`src/mf_image_pkg.sv`:
```
// --------------------------------------------------
// 8-bit greyscale, 3x3 window, tap 0 top left
// --------------------------------------------------
package mf_image_pkg;

    localparam int PIX_W      = 8;
    localparam int WIN_TAPS   = 9;
    localparam int MEDIAN_TAP = 4;     // middle of nine sorted values
    localparam int TAP_W      = 4;
    localparam int COORD_W    = 10;

    typedef logic [PIX_W-1:0]          pixel_t;
    typedef logic [TAP_W-1:0]          tap_t;
    typedef logic [COORD_W-1:0]        coord_t;
    typedef logic [WIN_TAPS*PIX_W-1:0] window_t;   // slot i at bits i*PIX_W

    typedef enum logic [2:0] {
        S_IDLE,
        S_FETCH,
        S_SORT,
        S_WRITE,
        S_DONE
    } scan_state_t;

endpackage

```
`src/median_sorter.sv`:
```
// --------------------------------------------------
// valid_o 9 cycles after start_i, start ignored if busy
// --------------------------------------------------
module median_sorter (
    input  logic                  CLK,
    input  logic                  RST,
    input  logic                  start_i,
    input  mf_image_pkg::window_t window_i,
    output logic                  valid_o,
    output mf_image_pkg::pixel_t  median_o
);
    import mf_image_pkg::*;

    logic       busy_q;
    logic       valid_q;
    logic [3:0] pass_q;
    window_t    data_q;

    // one odd-even transposition pass over neighbouring pairs
    function automatic window_t oet_pass(input window_t w, input logic odd);
        window_t r;
        pixel_t  a;
        pixel_t  b;
        r = w;
        for (int i = 0; i < WIN_TAPS - 1; i++) begin
            if ((i % 2) == odd) begin
                a = r[i*PIX_W +: PIX_W];
                b = r[(i+1)*PIX_W +: PIX_W];
                if (a > b) begin
                    r[i*PIX_W +: PIX_W]     = b;
                    r[(i+1)*PIX_W +: PIX_W] = a;
                end
            end
        end
        return r;
    endfunction

    always_ff @(posedge CLK or negedge RST) begin
        if (!RST) begin
            busy_q  <= 1'b0;
            valid_q <= 1'b0;
            pass_q  <= '0;
            data_q  <= '0;
        end else begin
            valid_q <= 1'b0;
            if (!busy_q) begin
                if (start_i) begin
                    data_q <= oet_pass(window_i, 1'b0);   // pass 0 on load
                    pass_q <= 4'd1;
                    busy_q <= 1'b1;
                end
            end else begin
                data_q <= oet_pass(data_q, pass_q[0]);
                pass_q <= pass_q + 1'b1;
                if (pass_q == 4'(WIN_TAPS - 1)) begin
                    busy_q  <= 1'b0;
                    valid_q <= 1'b1;
                end
            end
        end
    end

    assign valid_o  = valid_q;
    assign median_o = data_q[MEDIAN_TAP*PIX_W +: PIX_W];   // held until next start

endmodule

```
`config.mk`:
```
export PLATFORM = sky130hd
export DESIGN_NAME = median_sorter
export DESIGN_NICKNAME = d
export VERILOG_FILES = /design/src/mf_image_pkg.sv /design/src/median_sorter.sv
export SDC_FILE = /design/constraint.sdc
export NUM_CORES = 1
export LEC_CHECK = 0
export BUFFER_PORTS_ARGS = -buffer_cell sky130_fd_sc_hd__clkbuf_2
export CAP_MARGIN = 20
export CORE_MARGIN = 1.5
export CORE_UTILIZATION = 40
export DETAILED_ROUTE_END_ITERATION = 16
export GPL_TIMING_DRIVEN = 0
export PLACE_DENSITY = 0.65
export SYNTH_ARGS = -nofsm -noshare
export SYNTH_HDL_FRONTEND = slang
export SYNTH_SLANG_ARGS = --single-unit
```
`constraint.sdc`:
```
create_clock -name CLK -period 12.6 [get_ports CLK]
set_input_delay 0.63 -clock CLK [delete_from_list [all_inputs] [get_ports CLK]]
set_output_delay 0.63 -clock CLK [all_outputs]
set_load 0.01 [all_outputs]
```
==> results.txt, run 1 <==
Reported max-cap violation count - 0
Number of antenna cells inserted - 0
Post-synth EDFFs - 0
Half-perimeter wire length after detailed placement - 22910 microns
Final weighted congestion in routability-driven placement - 0.9269
Worst path most repeated cell - ha_1
Area share of xor/xnor cells in the synthesized design - 0.001023
Placed Instance Area - 9353 sq um
Simple-gate share of the synthesized area - 0.1953
Pin count of the biggest net entering global routing - 61
DRC violation count after routing - 0
Path type of the worst setup path - reg -> reg
Hold Buf Count CTS - 0
Compound-cell area share of the yosys netlist - 0.3186
CTS sink count - 78
Placed cells - 1478
Clock Pin Slew Worst Setup and Hold Paths - 0.07 ns
Proportion of synthesized flip-flops having asynchronous set or reset - 1.000
Mux cell area share after synthesis - 0.02456
Count of nets left with antenna violations after detail routing - 0
Synthesized net count - 1292
Die Ht - 149.3 microns
Most common cell after layout, fill and taps aside - inv_1
Area growth syn-to-layout - 31.48%
# IOs - 84
Synthesized area divided by synthesized cell count - 7.648 sq um
Total track usage - 0.2661
Class of the most critical hold timing path - in -> async
Final wirelength - 31700 microns
TritonCTS clock tree - done
Via-to-Cell Ratio - 6.160
WL/cell - 20.10 microns
Combined area of all synthesized cells - 8558 sq um
Peak fanout along the critical path - 12
Total non-filler cell area in the finished layout - 11250 sq um
Count of standard-cell rows - 53
Vias in the first global route - 8838
Width of the die - 149.3 microns
Status - finished clean
Standard cell with the maximum stage delay on the critical path - or3b_4
Setup repair after global routing missed its margin - yes
Root cell of the clock tree - clkbuf_16
Layout cell share with drive strength beyond 1 - 0.2611
Initial core utilization - 0.4071
Number of hold violations in the final report - 0
Insertion delay to the later sink of the worst-skew pair - 0.36 ns
Cells after Synth - 1119
Stage delay of the slowest cell on the critical path - 0.44 ns
Setup crit start kind - flip-flop
H-tree Lvls - 3
Overflow left after global routing - 0
Number of synthesis warnings - 0
Iter 0 DRT Violations - 982
Longest Clk Path Bufs - 2
Tightest Pin Transition - 0.8482 ns
Antenna violations before repair - 0
First-pass GRT wire length - 46310 microns
Non-filler cells in the finished layout - 1577
Most frequent cells in the layout - inv_1 (102), o21ai_0 (95), buf_4 (89)
Num CTS Buffers - 9
Fin crit share - 0.9917
Final setup fails - 0
Max-Slew Margin vs Limit - 0.4346
Synth Flop Type - dfrtp_1
Layout Skew - 0.009244 ns
Adder-cell share of the synthesized area - 0.1433
Via count of the routed design - 9715
Seq/Total Area, Yosys - 0.2281
Data arrival time at the worst-slack endpoint - 12.74 ns
Largest family of logic cells by synthesized area - compound AO/OA/AOI/OAI gates
Minimum clock period after layout - 12.50 ns
Number of port buffers - 83
Library cells used by synthesis - 64
Flip-flop and latch count after synthesis - 78
Nets - 1470
Final Slew Violations - 0
Achievable frequency - 0.08003 GHz
Critical path endpoint category - flip-flop
CORE AREA - 21020 sq um
Required @ worst endpoint - 12.84 ns
Pre-antenna DRT Iters - 6
Die area - 22280 sq um
-- path summary, 6_finish.rpt --
check	from	endpoint	slack, ns	depth (start not counted)
max reg2reg	data_q[14]	data_q[62]	0.10	58
min reg2reg	pass_q[3]	pass_q[3]	0.49	1
max in group asynchronous	RST	data_q[6]	11.78	2
max	data_q[14]	data_q[62]	0.10	58
min in group CLK	pass_q[3]	pass_q[3]	0.49	1
min	RST	data_q[33]	0.19	1
-- cell usage after synthesis (all sizes together), types with 2 or more instances --
library cell | count | area share
a211o | 8 | 0.0082
a211oi | 22 | 0.019
a21boi | 8 | 0.0070
a21o | 24 | 0.021
a21oi | 69 | 0.042
a221o | 3 | 0.0035
a221oi | 11 | 0.012
a22o | 8 | 0.0082
a311oi | 9 | 0.0099
a31oi | 12 | 0.0095
a32o | 8 | 0.0094
and2 | 9 | 0.0066
and3 | 20 | 0.015
and4 | 4 | 0.0041
buf | 22 | 0.017
clkbuf | 54 | 0.024
dfrtp | 78 | 0.23
ha | 98 | 0.14
inv | 110 | 0.048
mux2 | 10 | 0.014
mux2i | 9 | 0.011
nand2 | 56 | 0.025
nand2b | 10 | 0.0073
nand3 | 55 | 0.032
nand4 | 23 | 0.017
nor2 | 91 | 0.040
nor2b | 15 | 0.011
nor3 | 38 | 0.022
nor3b | 8 | 0.0070
o2111a | 2 | 0.0026
o211a | 4 | 0.0047
o211ai | 21 | 0.018
o21a | 7 | 0.0061
o21ai | 115 | 0.068
o21bai | 6 | 0.0053
o221ai | 7 | 0.0072
o2bb2ai | 7 | 0.0072
o311ai | 21 | 0.021
o32ai | 22 | 0.023
or2 | 2 | 0.0015
or3 | 2 | 0.0015
or3b | 4 | 0.0041
-- flip-flops by register name, summed over array words and instances (netlist names) --
register  cells
data_q       72
pass_q        4
busy_q        1
valid_o       1
-- area by class of cell --
class	count	area, sq um
fill	1944	9769
timing repair buffer	172	1165
inverter	110	412.9
multi-input combinational	856	6608
sequential	78	1958
clock buffer	11	242.7
buffer	70	439.2
clock inverter	5	82.58
tap	275	344.1
-- cell families after synthesis --
logic type | count (synthesis)
flops | 78
simple gates | 338
mux | 19
fa+ha+maj | 98
compound gates | 399
buf+inv | 186
xor+xnor | 1
-- stage by stage --
step           setup TNS, ns  hold WS, ns  worst slack [ns]    util
2_1_floorplan              0       0.3344           0.01819       -
3_3_place_gp          -53.69       0.4611            -2.915  0.4435
3_5_place_dp          -58.52       0.4738            -3.139  0.4449
4_1_cts                    0       0.2033         0.0008464  0.4819
5_1_grt               -4.561       0.2174           -0.3259  0.5353
6_report                   0       0.1911            0.1049  0.5353
-- worst max-delay path, delay by kind of cell, from the launching register on --
kind,cells,cell delay [ns]
flops,1,0.40
mux,1,0.35
buf+inv,10,1.40
compound gates,20,4.15
simple gates,19,3.70
fa+ha+maj,8,2.37
-- metal layers --
layer / track usage / share of wire
met1: 0.3683 / 0.43
met3: 0.03394 / 0.080
met2: 0.4169 / 0.45
met5: 0 / 0
met4: 0.1104 / 0.037
-- timing repair --
action / in CTS / in global routing
setup buffers: 20 / 64
setup endpoints to repair: 24 / 16
pin swaps: 10 / 68
gates cloned: 0 / 5
gates resized for setup: 87 / 140
endpoints found under the hold margin: 0 / 0
Power of run 1 is not shown: default switching activity piles up to over one toggle a cycle in this logic, so the estimate is an artifact.
==> run 2, diff against run 1 <==
--- a/config.mk
+++ b/config.mk
@@ -9,9 +9,10 @@
 export CAP_MARGIN = 20
 export CORE_MARGIN = 1.5
 export CORE_UTILIZATION = 40
+export CTS_CLUSTER_SIZE = 40
 export DETAILED_ROUTE_END_ITERATION = 16
 export GPL_TIMING_DRIVEN = 0
-export PLACE_DENSITY = 0.65
+export PLACE_DENSITY = 0.63
 export SYNTH_ARGS = -nofsm -noshare
 export SYNTH_HDL_FRONTEND = slang
 export SYNTH_SLANG_ARGS = --single-unit
==> constraint.sdc (replaced) <==
create_clock -name CLK -period 13.45 [get_ports CLK]
set_input_delay 0.6725 -clock CLK [delete_from_list [all_inputs] [get_ports CLK]]
set_output_delay 0.6725 -clock CLK [all_outputs]
set_load 0.01 [all_outputs]
==> run 2 against run 1 <==
Against the previous run: global-route usage fell by 0.16 points; critical path depth rose by 4; first-iteration DRC count down 25%; largest cell class unchanged; highest routed layer unchanged.
==> results.txt, run 2 (synthesis results as in run 1) <==
Final Slew Violations - 0 (unchanged)
Busiest layer in global routing - met2 (unchanged)
Met1 global-route usage - 0.3650 (was 0.3683)
Standard cell with the maximum stage delay on the critical path - dfrtp_1 (was or3b_4)
Die area - 22280 sq um (unchanged)
Final setup fails - 0 (unchanged)
GR Util met3 - 0.04495 (was 0.03394)
Fill cell total of the finished layout - 2100 (was 1944)
Max-Slew Margin vs Limit - 0.4214 (was 0.4346)
Number of hold violations in the final report - 0 (unchanged)
Worst reg-to-reg path cell count - 62 (was 58)
Non-filler cells in the finished layout - 1505 (was 1577)
CORE AREA - 21020 sq um (unchanged)
Worst r2r dst - data_q[62] (unchanged)
Overflow left after global routing - 0 (unchanged)
Path type of the worst setup path - reg -> reg (unchanged)
# IOs - 84 (unchanged)
Tightest Pin Transition - 0.8679 ns (was 0.8482 ns)
Total non-filler cell area in the finished layout - 10170 sq um (was 11250 sq um)
Hold Buf Count CTS - 0 (unchanged)
CTS sink count - 78 (unchanged)
Final wirelength - 29170 microns (was 31700 microns)
Number of antenna cells inserted - 0 (unchanged)
Via count of the routed design - 9110 (was 9715)
Pre-antenna DRT Iters - 5 (was 6)
DRC violation count after routing - 0 (unchanged)
Reported max-cap violation count - 0 (unchanged)
Longest Clk Path Bufs - 2 (unchanged)
Via-to-Cell Ratio - 6.053 (was 6.160)
Fin crit share - 0.9588 (was 0.9917)
FF-to-FF setup slack - 0.55 ns (was 0.10 ns)
Placed cells - 1478 (unchanged)
Worst slack on hold paths - 0.2727 ns (was 0.1911 ns)
Count of nets left with antenna violations after detail routing - 0 (unchanged)
Worst setup path endpoint - data_q[62] (unchanged)
Area growth syn-to-layout - 18.84% (was 31.48%)
Reg area - 1952 sq um (was 1958 sq um)
Die Ht - 149.3 microns (unchanged)
Startpoint of the most critical setup path - data_q[1] (was data_q[14])
Class of the most critical hold timing path - in -> async (unchanged)
Layout Skew - 0.01558 ns (was 0.009244 ns)
Antenna violations before repair - 0 (unchanged)
Width of the die - 149.3 microns (unchanged)
Root cell of the clock tree - clkbuf_16 (unchanged)
Achievable frequency - 0.07755 GHz (was 0.08003 GHz)
Clock Pin Slew Worst Setup and Hold Paths - 0.07 ns (about the same)
Minimum clock period after layout - 12.90 ns (was 12.50 ns)
Status - finished clean (unchanged)
Insertion delay to the later sink of the worst-skew pair - 0.36 ns (about the same)
Total track usage - 0.2645 (was 0.2661)
Most common cell after layout, fill and taps aside - inv_1 (unchanged)
Vias in the first global route - 8665 (was 8838)
Pin count of the biggest net entering global routing - 59 (was 61)
Half-perimeter wire length after detailed placement - 22880 microns (was 22910 microns)
Worst path most repeated cell - ha_1 (unchanged)
Number of port buffers - 83 (unchanged)
Placed Instance Area - 9348 sq um (was 9353 sq um)
Data arrival time at the worst-slack endpoint - 13.14 ns (was 12.74 ns)
H-tree Lvls - 3 (unchanged)
Required @ worst endpoint - 13.69 ns (was 12.84 ns)
Met2 Usage GRT - 0.4222 (was 0.4169)
Nets - 1400 (was 1470)
Stage delay of the slowest cell on the critical path - 0.44 ns (about the same)
First-pass GRT wire length - 46090 microns (was 46310 microns)
Critical path endpoint category - flip-flop (unchanged)
Iter 0 DRT Violations - 737 (was 982)
Setup crit start kind - flip-flop (unchanged)
Final weighted congestion in routability-driven placement - 0.9414 (was 0.9269)
Initial core utilization - 0.4071 (unchanged)
TritonCTS clock tree - done (unchanged)
Peak fanout along the critical path - 10 (was 12)
Most frequent cells in the layout - inv_1 (109), o21ai_0 (99), ha_1 (98) (was inv_1 (102), o21ai_0 (95), buf_4 (89))
Layout cell share with drive strength beyond 1 - 0.1715 (was 0.2611)
Flip-flop count of the largest register after layout - 72 (unchanged)
Reg-to-reg critical path startpoint - data_q[1] (was data_q[14])
Largest registers - data_q x72, pass_q x4 (unchanged)
Register name with the most flops - data_q (unchanged)
Num CTS Buffers - 9 (unchanged)
Count of standard-cell rows - 53 (unchanged)
WL/cell - 19.38 microns (was 20.10 microns)
Multi-input combinational cell area - 6150 sq um (was 6608 sq um)
[run 2: cell types whose count changed in the layout (fill, tap and decap cells not counted), moves of 6 or more]
cell,previous run,this run
nor3_4,10,2
inv_2,8,1
inv_1,102,109
ha_4,11,0
nor2_1,79,87
buf_4,89,26
nor3_1,24,30
ha_1,87,98
[run 2: final cells by class]
class / count / area share
tap: 275 / 0.03383
timing repair buffer: 102 / 0.05929
sequential: 78 / 0.1919
buffer: 71 / 0.03814
clock inverter: 3 / 0.006766
inverter: 110 / 0.04060
clock buffer: 11 / 0.02485
multi-input combinational: 855 / 0.6046
[run 2: per-layer routing]
layer,part of all wire,routed length (microns)
met5,0,0
met4,0.026,754
met3,0.070,2046
met2,0.44,12960
met1,0.46,13410
[run 2: worst max-delay path, delay by kind of cell, from the launching register on]
| kind | cells | cell delay [ns] |
|---|---|---|
| AOI/OAI and AO/OA | 24 | 4.57 |
| DFF | 1 | 0.44 |
| buffers and inverters | 11 | 1.63 |
| and+or+nand+nor | 19 | 3.94 |
| adders and majority gates | 8 | 2.14 |
[run 2: how the worst min path moves through the flow]
| stage | from | to | slack [ns] | cells past startpoint |
|---|---|---|---|---|
| after global routing | RST | data_q[39] | 0.28 | 1 |
| after detailed placement | pass_q[3] | pass_q[3] | 0.48 | 1 |
| after global placement | pass_q[3] | pass_q[3] | 0.46 | 1 |
| after floorplan | RST | busy_q | 0.38 | 0 |
| final | RST | data_q[45] | 0.27 | 1 |
| after CTS | RST | data_q[39] | 0.27 | 1 |
[run 2: repair_timing]
item,4_1_cts,5_1_grt
setup endpoints to repair,24,16
pin swaps,3,10
gates resized for setup,42,75
setup buffers,3,14
gates cloned,0,1
[run 2: through the flow]
| stage | worst slack, ns | setup TNS (ns) | util |
|---|---|---|---|
| floorplan | 0.7922 | 0 | - |
| global placement | -2.256 | -37.83 | 0.4432 |
| detailed placement | -2.405 | -40.96 | 0.4447 |
| CTS | 0.009359 | 0 | 0.4669 |
| global route | -0.09394 | -0.2234 | 0.4838 |
| finish | 0.5544 | 0 | 0.4838 |
Power of run 2 is left out for the same reason.
==> run 3, diff against run 2 <==
--- a/config.mk
+++ b/config.mk
@@ -7,7 +7,7 @@
 export LEC_CHECK = 0
 export BUFFER_PORTS_ARGS = -buffer_cell sky130_fd_sc_hd__clkbuf_2
 export CAP_MARGIN = 20
-export CORE_MARGIN = 1.5
+export CORE_MARGIN = 5
 export CORE_UTILIZATION = 40
 export CTS_CLUSTER_SIZE = 40
 export DETAILED_ROUTE_END_ITERATION = 16
==> run 3 against run 2 <==
Against the previous run: final cell count about the same; via count decreased by 0.82%; maximum frequency decreased by 0.63%; utilization decreased by 0.37 points; global-route usage decreased by 3.2 points; non-clock buffer count decreased by 1; largest cell class unchanged; first-iteration DRC count increased by 20%; routed wire length decreased by 0.81%; sequential share of layout area increased by 0.15 points.
==> results.txt, run 3 (synthesis results as in run 1) <==
Largest registers - data_q x72, pass_q x4 (unchanged)
TritonCTS clock tree - done (unchanged)
Tightest Pin Transition - 0.7937 ns (was 0.8679 ns)
First-pass GRT wire length - 45410 microns (was 46090 microns)
Startpoint of the most critical setup path - data_q[3] (was data_q[1])
Pre-antenna DRT Iters - 5 (unchanged)
Layout Skew - 0.01052 ns (was 0.01558 ns)
Max-Slew Margin vs Limit - 0.4709 (was 0.4214)
Nets - 1399 (was 1400)
Count of standard-cell rows - 53 (unchanged)
Most frequent cells in the layout - inv_1 (109), o21ai_0 (100), ha_1 (98) (was inv_1 (109), o21ai_0 (99), ha_1 (98))
Setup crit start kind - flip-flop (unchanged)
Number of buffer and inverter instances along the worst setup path - 9 (was 11)
Via count of the routed design - 9035 (was 9110)
Area growth syn-to-layout - 17.92% (was 18.84%)
CORE AREA - 21020 sq um (unchanged)
Total non-filler cell area in the finished layout - 10090 sq um (was 10170 sq um)
Final setup fails - 0 (unchanged)
Vias in the first global route - 8414 (was 8665)
Pin count of the biggest net entering global routing - 56 (was 59)
Worst reg-to-reg path cell count - 59 (was 62)
Minimum clock period after layout - 12.98 ns (was 12.90 ns)
Half-perimeter wire length after detailed placement - 23010 microns (was 22880 microns)
Final weighted congestion in routability-driven placement - 0.9685 (was 0.9414)
Initial core utilization - 0.4071 (unchanged)
Die area - 24420 sq um (was 22280 sq um)
Die Ht - 156.3 microns (was 149.3 microns)
Insertion delay to the later sink of the worst-skew pair - 0.35 ns (was 0.36 ns)
FF-to-FF setup slack - 0.47 ns (was 0.55 ns)
Clock Pin Slew Worst Setup and Hold Paths - 0.06 ns (was 0.07 ns)
Antenna violations before repair - 2 (was 0)
Count of nets left with antenna violations after detail routing - 0 (unchanged)
Register name with the most flops - data_q (unchanged)
Worst setup path endpoint - data_q[62] (unchanged)
Final Slew Violations - 0 (unchanged)
Stage delay of the slowest cell on the critical path - 0.45 ns (was 0.44 ns)
Total track usage - 0.2328 (was 0.2645)
Hold Buf Count CTS - 0 (unchanged)
Worst path most repeated cell - ha_1 (unchanged)
Iter 0 DRT Violations - 884 (was 737)
Number of hold violations in the final report - 0 (unchanged)
Fin crit share - 0.9649 (was 0.9588)
Layout cell share with drive strength beyond 1 - 0.1650 (was 0.1715)
Num CTS Buffers - 9 (unchanged)
Achievable frequency - 0.07706 GHz (was 0.07755 GHz)
Width of the die - 156.3 microns (was 149.3 microns)
Via-to-Cell Ratio - 5.999 (was 6.053)
Flip-flop count of the largest register after layout - 72 (unchanged)
H-tree Lvls - 3 (unchanged)
# IOs - 84 (unchanged)
Peak fanout along the critical path - 10 (unchanged)
Fill cell total of the finished layout - 2104 (was 2100)
Required @ worst endpoint - 13.68 ns (was 13.69 ns)
Data arrival time at the worst-slack endpoint - 13.21 ns (was 13.14 ns)
Overflow left after global routing - 0 (unchanged)
Reg-to-reg critical path startpoint - data_q[3] (was data_q[1])
Largest delay share family, worst path - compound AO/OA/AOI/OAI gates (unchanged)
Status - finished clean (unchanged)
Root cell of the clock tree - clkbuf_16 (unchanged)
Critical path endpoint category - flip-flop (unchanged)
Longest Clk Path Bufs - 2 (unchanged)
Most common cell after layout, fill and taps aside - inv_1 (unchanged)
Class of the most critical hold timing path - in -> async (unchanged)
Reg area - 1952 sq um (unchanged)
DRC violation count after routing - 0 (unchanged)
Standard cell with the maximum stage delay on the critical path - dfrtp_1 (unchanged)
Final wirelength - 28940 microns (was 29170 microns)
Placed Instance Area - 9348 sq um (unchanged)
CTS sink count - 78 (unchanged)
Number of port buffers - 83 (unchanged)
Worst r2r dst - data_q[62] (unchanged)
Levels on crit path - 59 (was 62)
Reported max-cap violation count - 0 (unchanged)
Multi-input combinational cell area - 6157 sq um (was 6150 sq um)
WL/cell - 19.21 microns (was 19.38 microns)
Path type of the worst setup path - reg -> reg (unchanged)
## run 3: layout make-up
class / count / share of cell area
inverters: 110 / 0.04091
diodes: 1 / 0.0002480
repair buffers: 100 / 0.05604
clock inverters: 4 / 0.004835
clock buffers: 11 / 0.02306
flip-flops and latches: 78 / 0.1934
multi-input cells: 855 / 0.6101
plain buffers: 72 / 0.03732
well taps: 275 / 0.03409
## run 3: timing repair
item	4_1_cts	5_1_grt
resized for setup	44	58
pin swaps	3	8
endpoints found under the setup margin	24	16
setup buffers	2	14
hold endpoints to repair	0	0
## run 3: layer usage
metal  GRT usage  routed length (microns)  vias up
met4     0.06033                      606        0
met5           0                        0        -
met1      0.3375                    13400     4239
met2      0.3518                    12770      341
li1            -                        -     4407
met3     0.04978                     2167       48
## run 3: how the worst min path moves through the flow
| stage | to | slack, ns | from | cells past startpoint |
|---|---|---|---|---|
| CTS | data_q[35] | 0.28 | RST | 1 |
| global route | data_q[35] | 0.29 | RST | 1 |
| detailed placement | pass_q[3] | 0.47 | pass_q[3] | 1 |
| global placement | pass_q[3] | 0.46 | pass_q[3] | 1 |
| finish | data_q[35] | 0.27 | RST | 1 |
| floorplan | busy_q | 0.38 | RST | 0 |
## run 3: through the flow
stage               instances  setup WS (ns)  TNS, ns  utilization  hold WS, ns
detailed placement       1478         -2.603   -45.35       0.4447       0.4707
global route             1506       -0.08486  -0.3220       0.4801       0.2938
floorplan                1119         0.7922        0            -       0.3769
CTS                      1491        0.03092        0       0.4647       0.2785
finish                   1506         0.4723        0       0.4801       0.2719
global placement         1477         -2.361   -40.38       0.4432       0.4640
Power of run 3 is left out for the same reason.
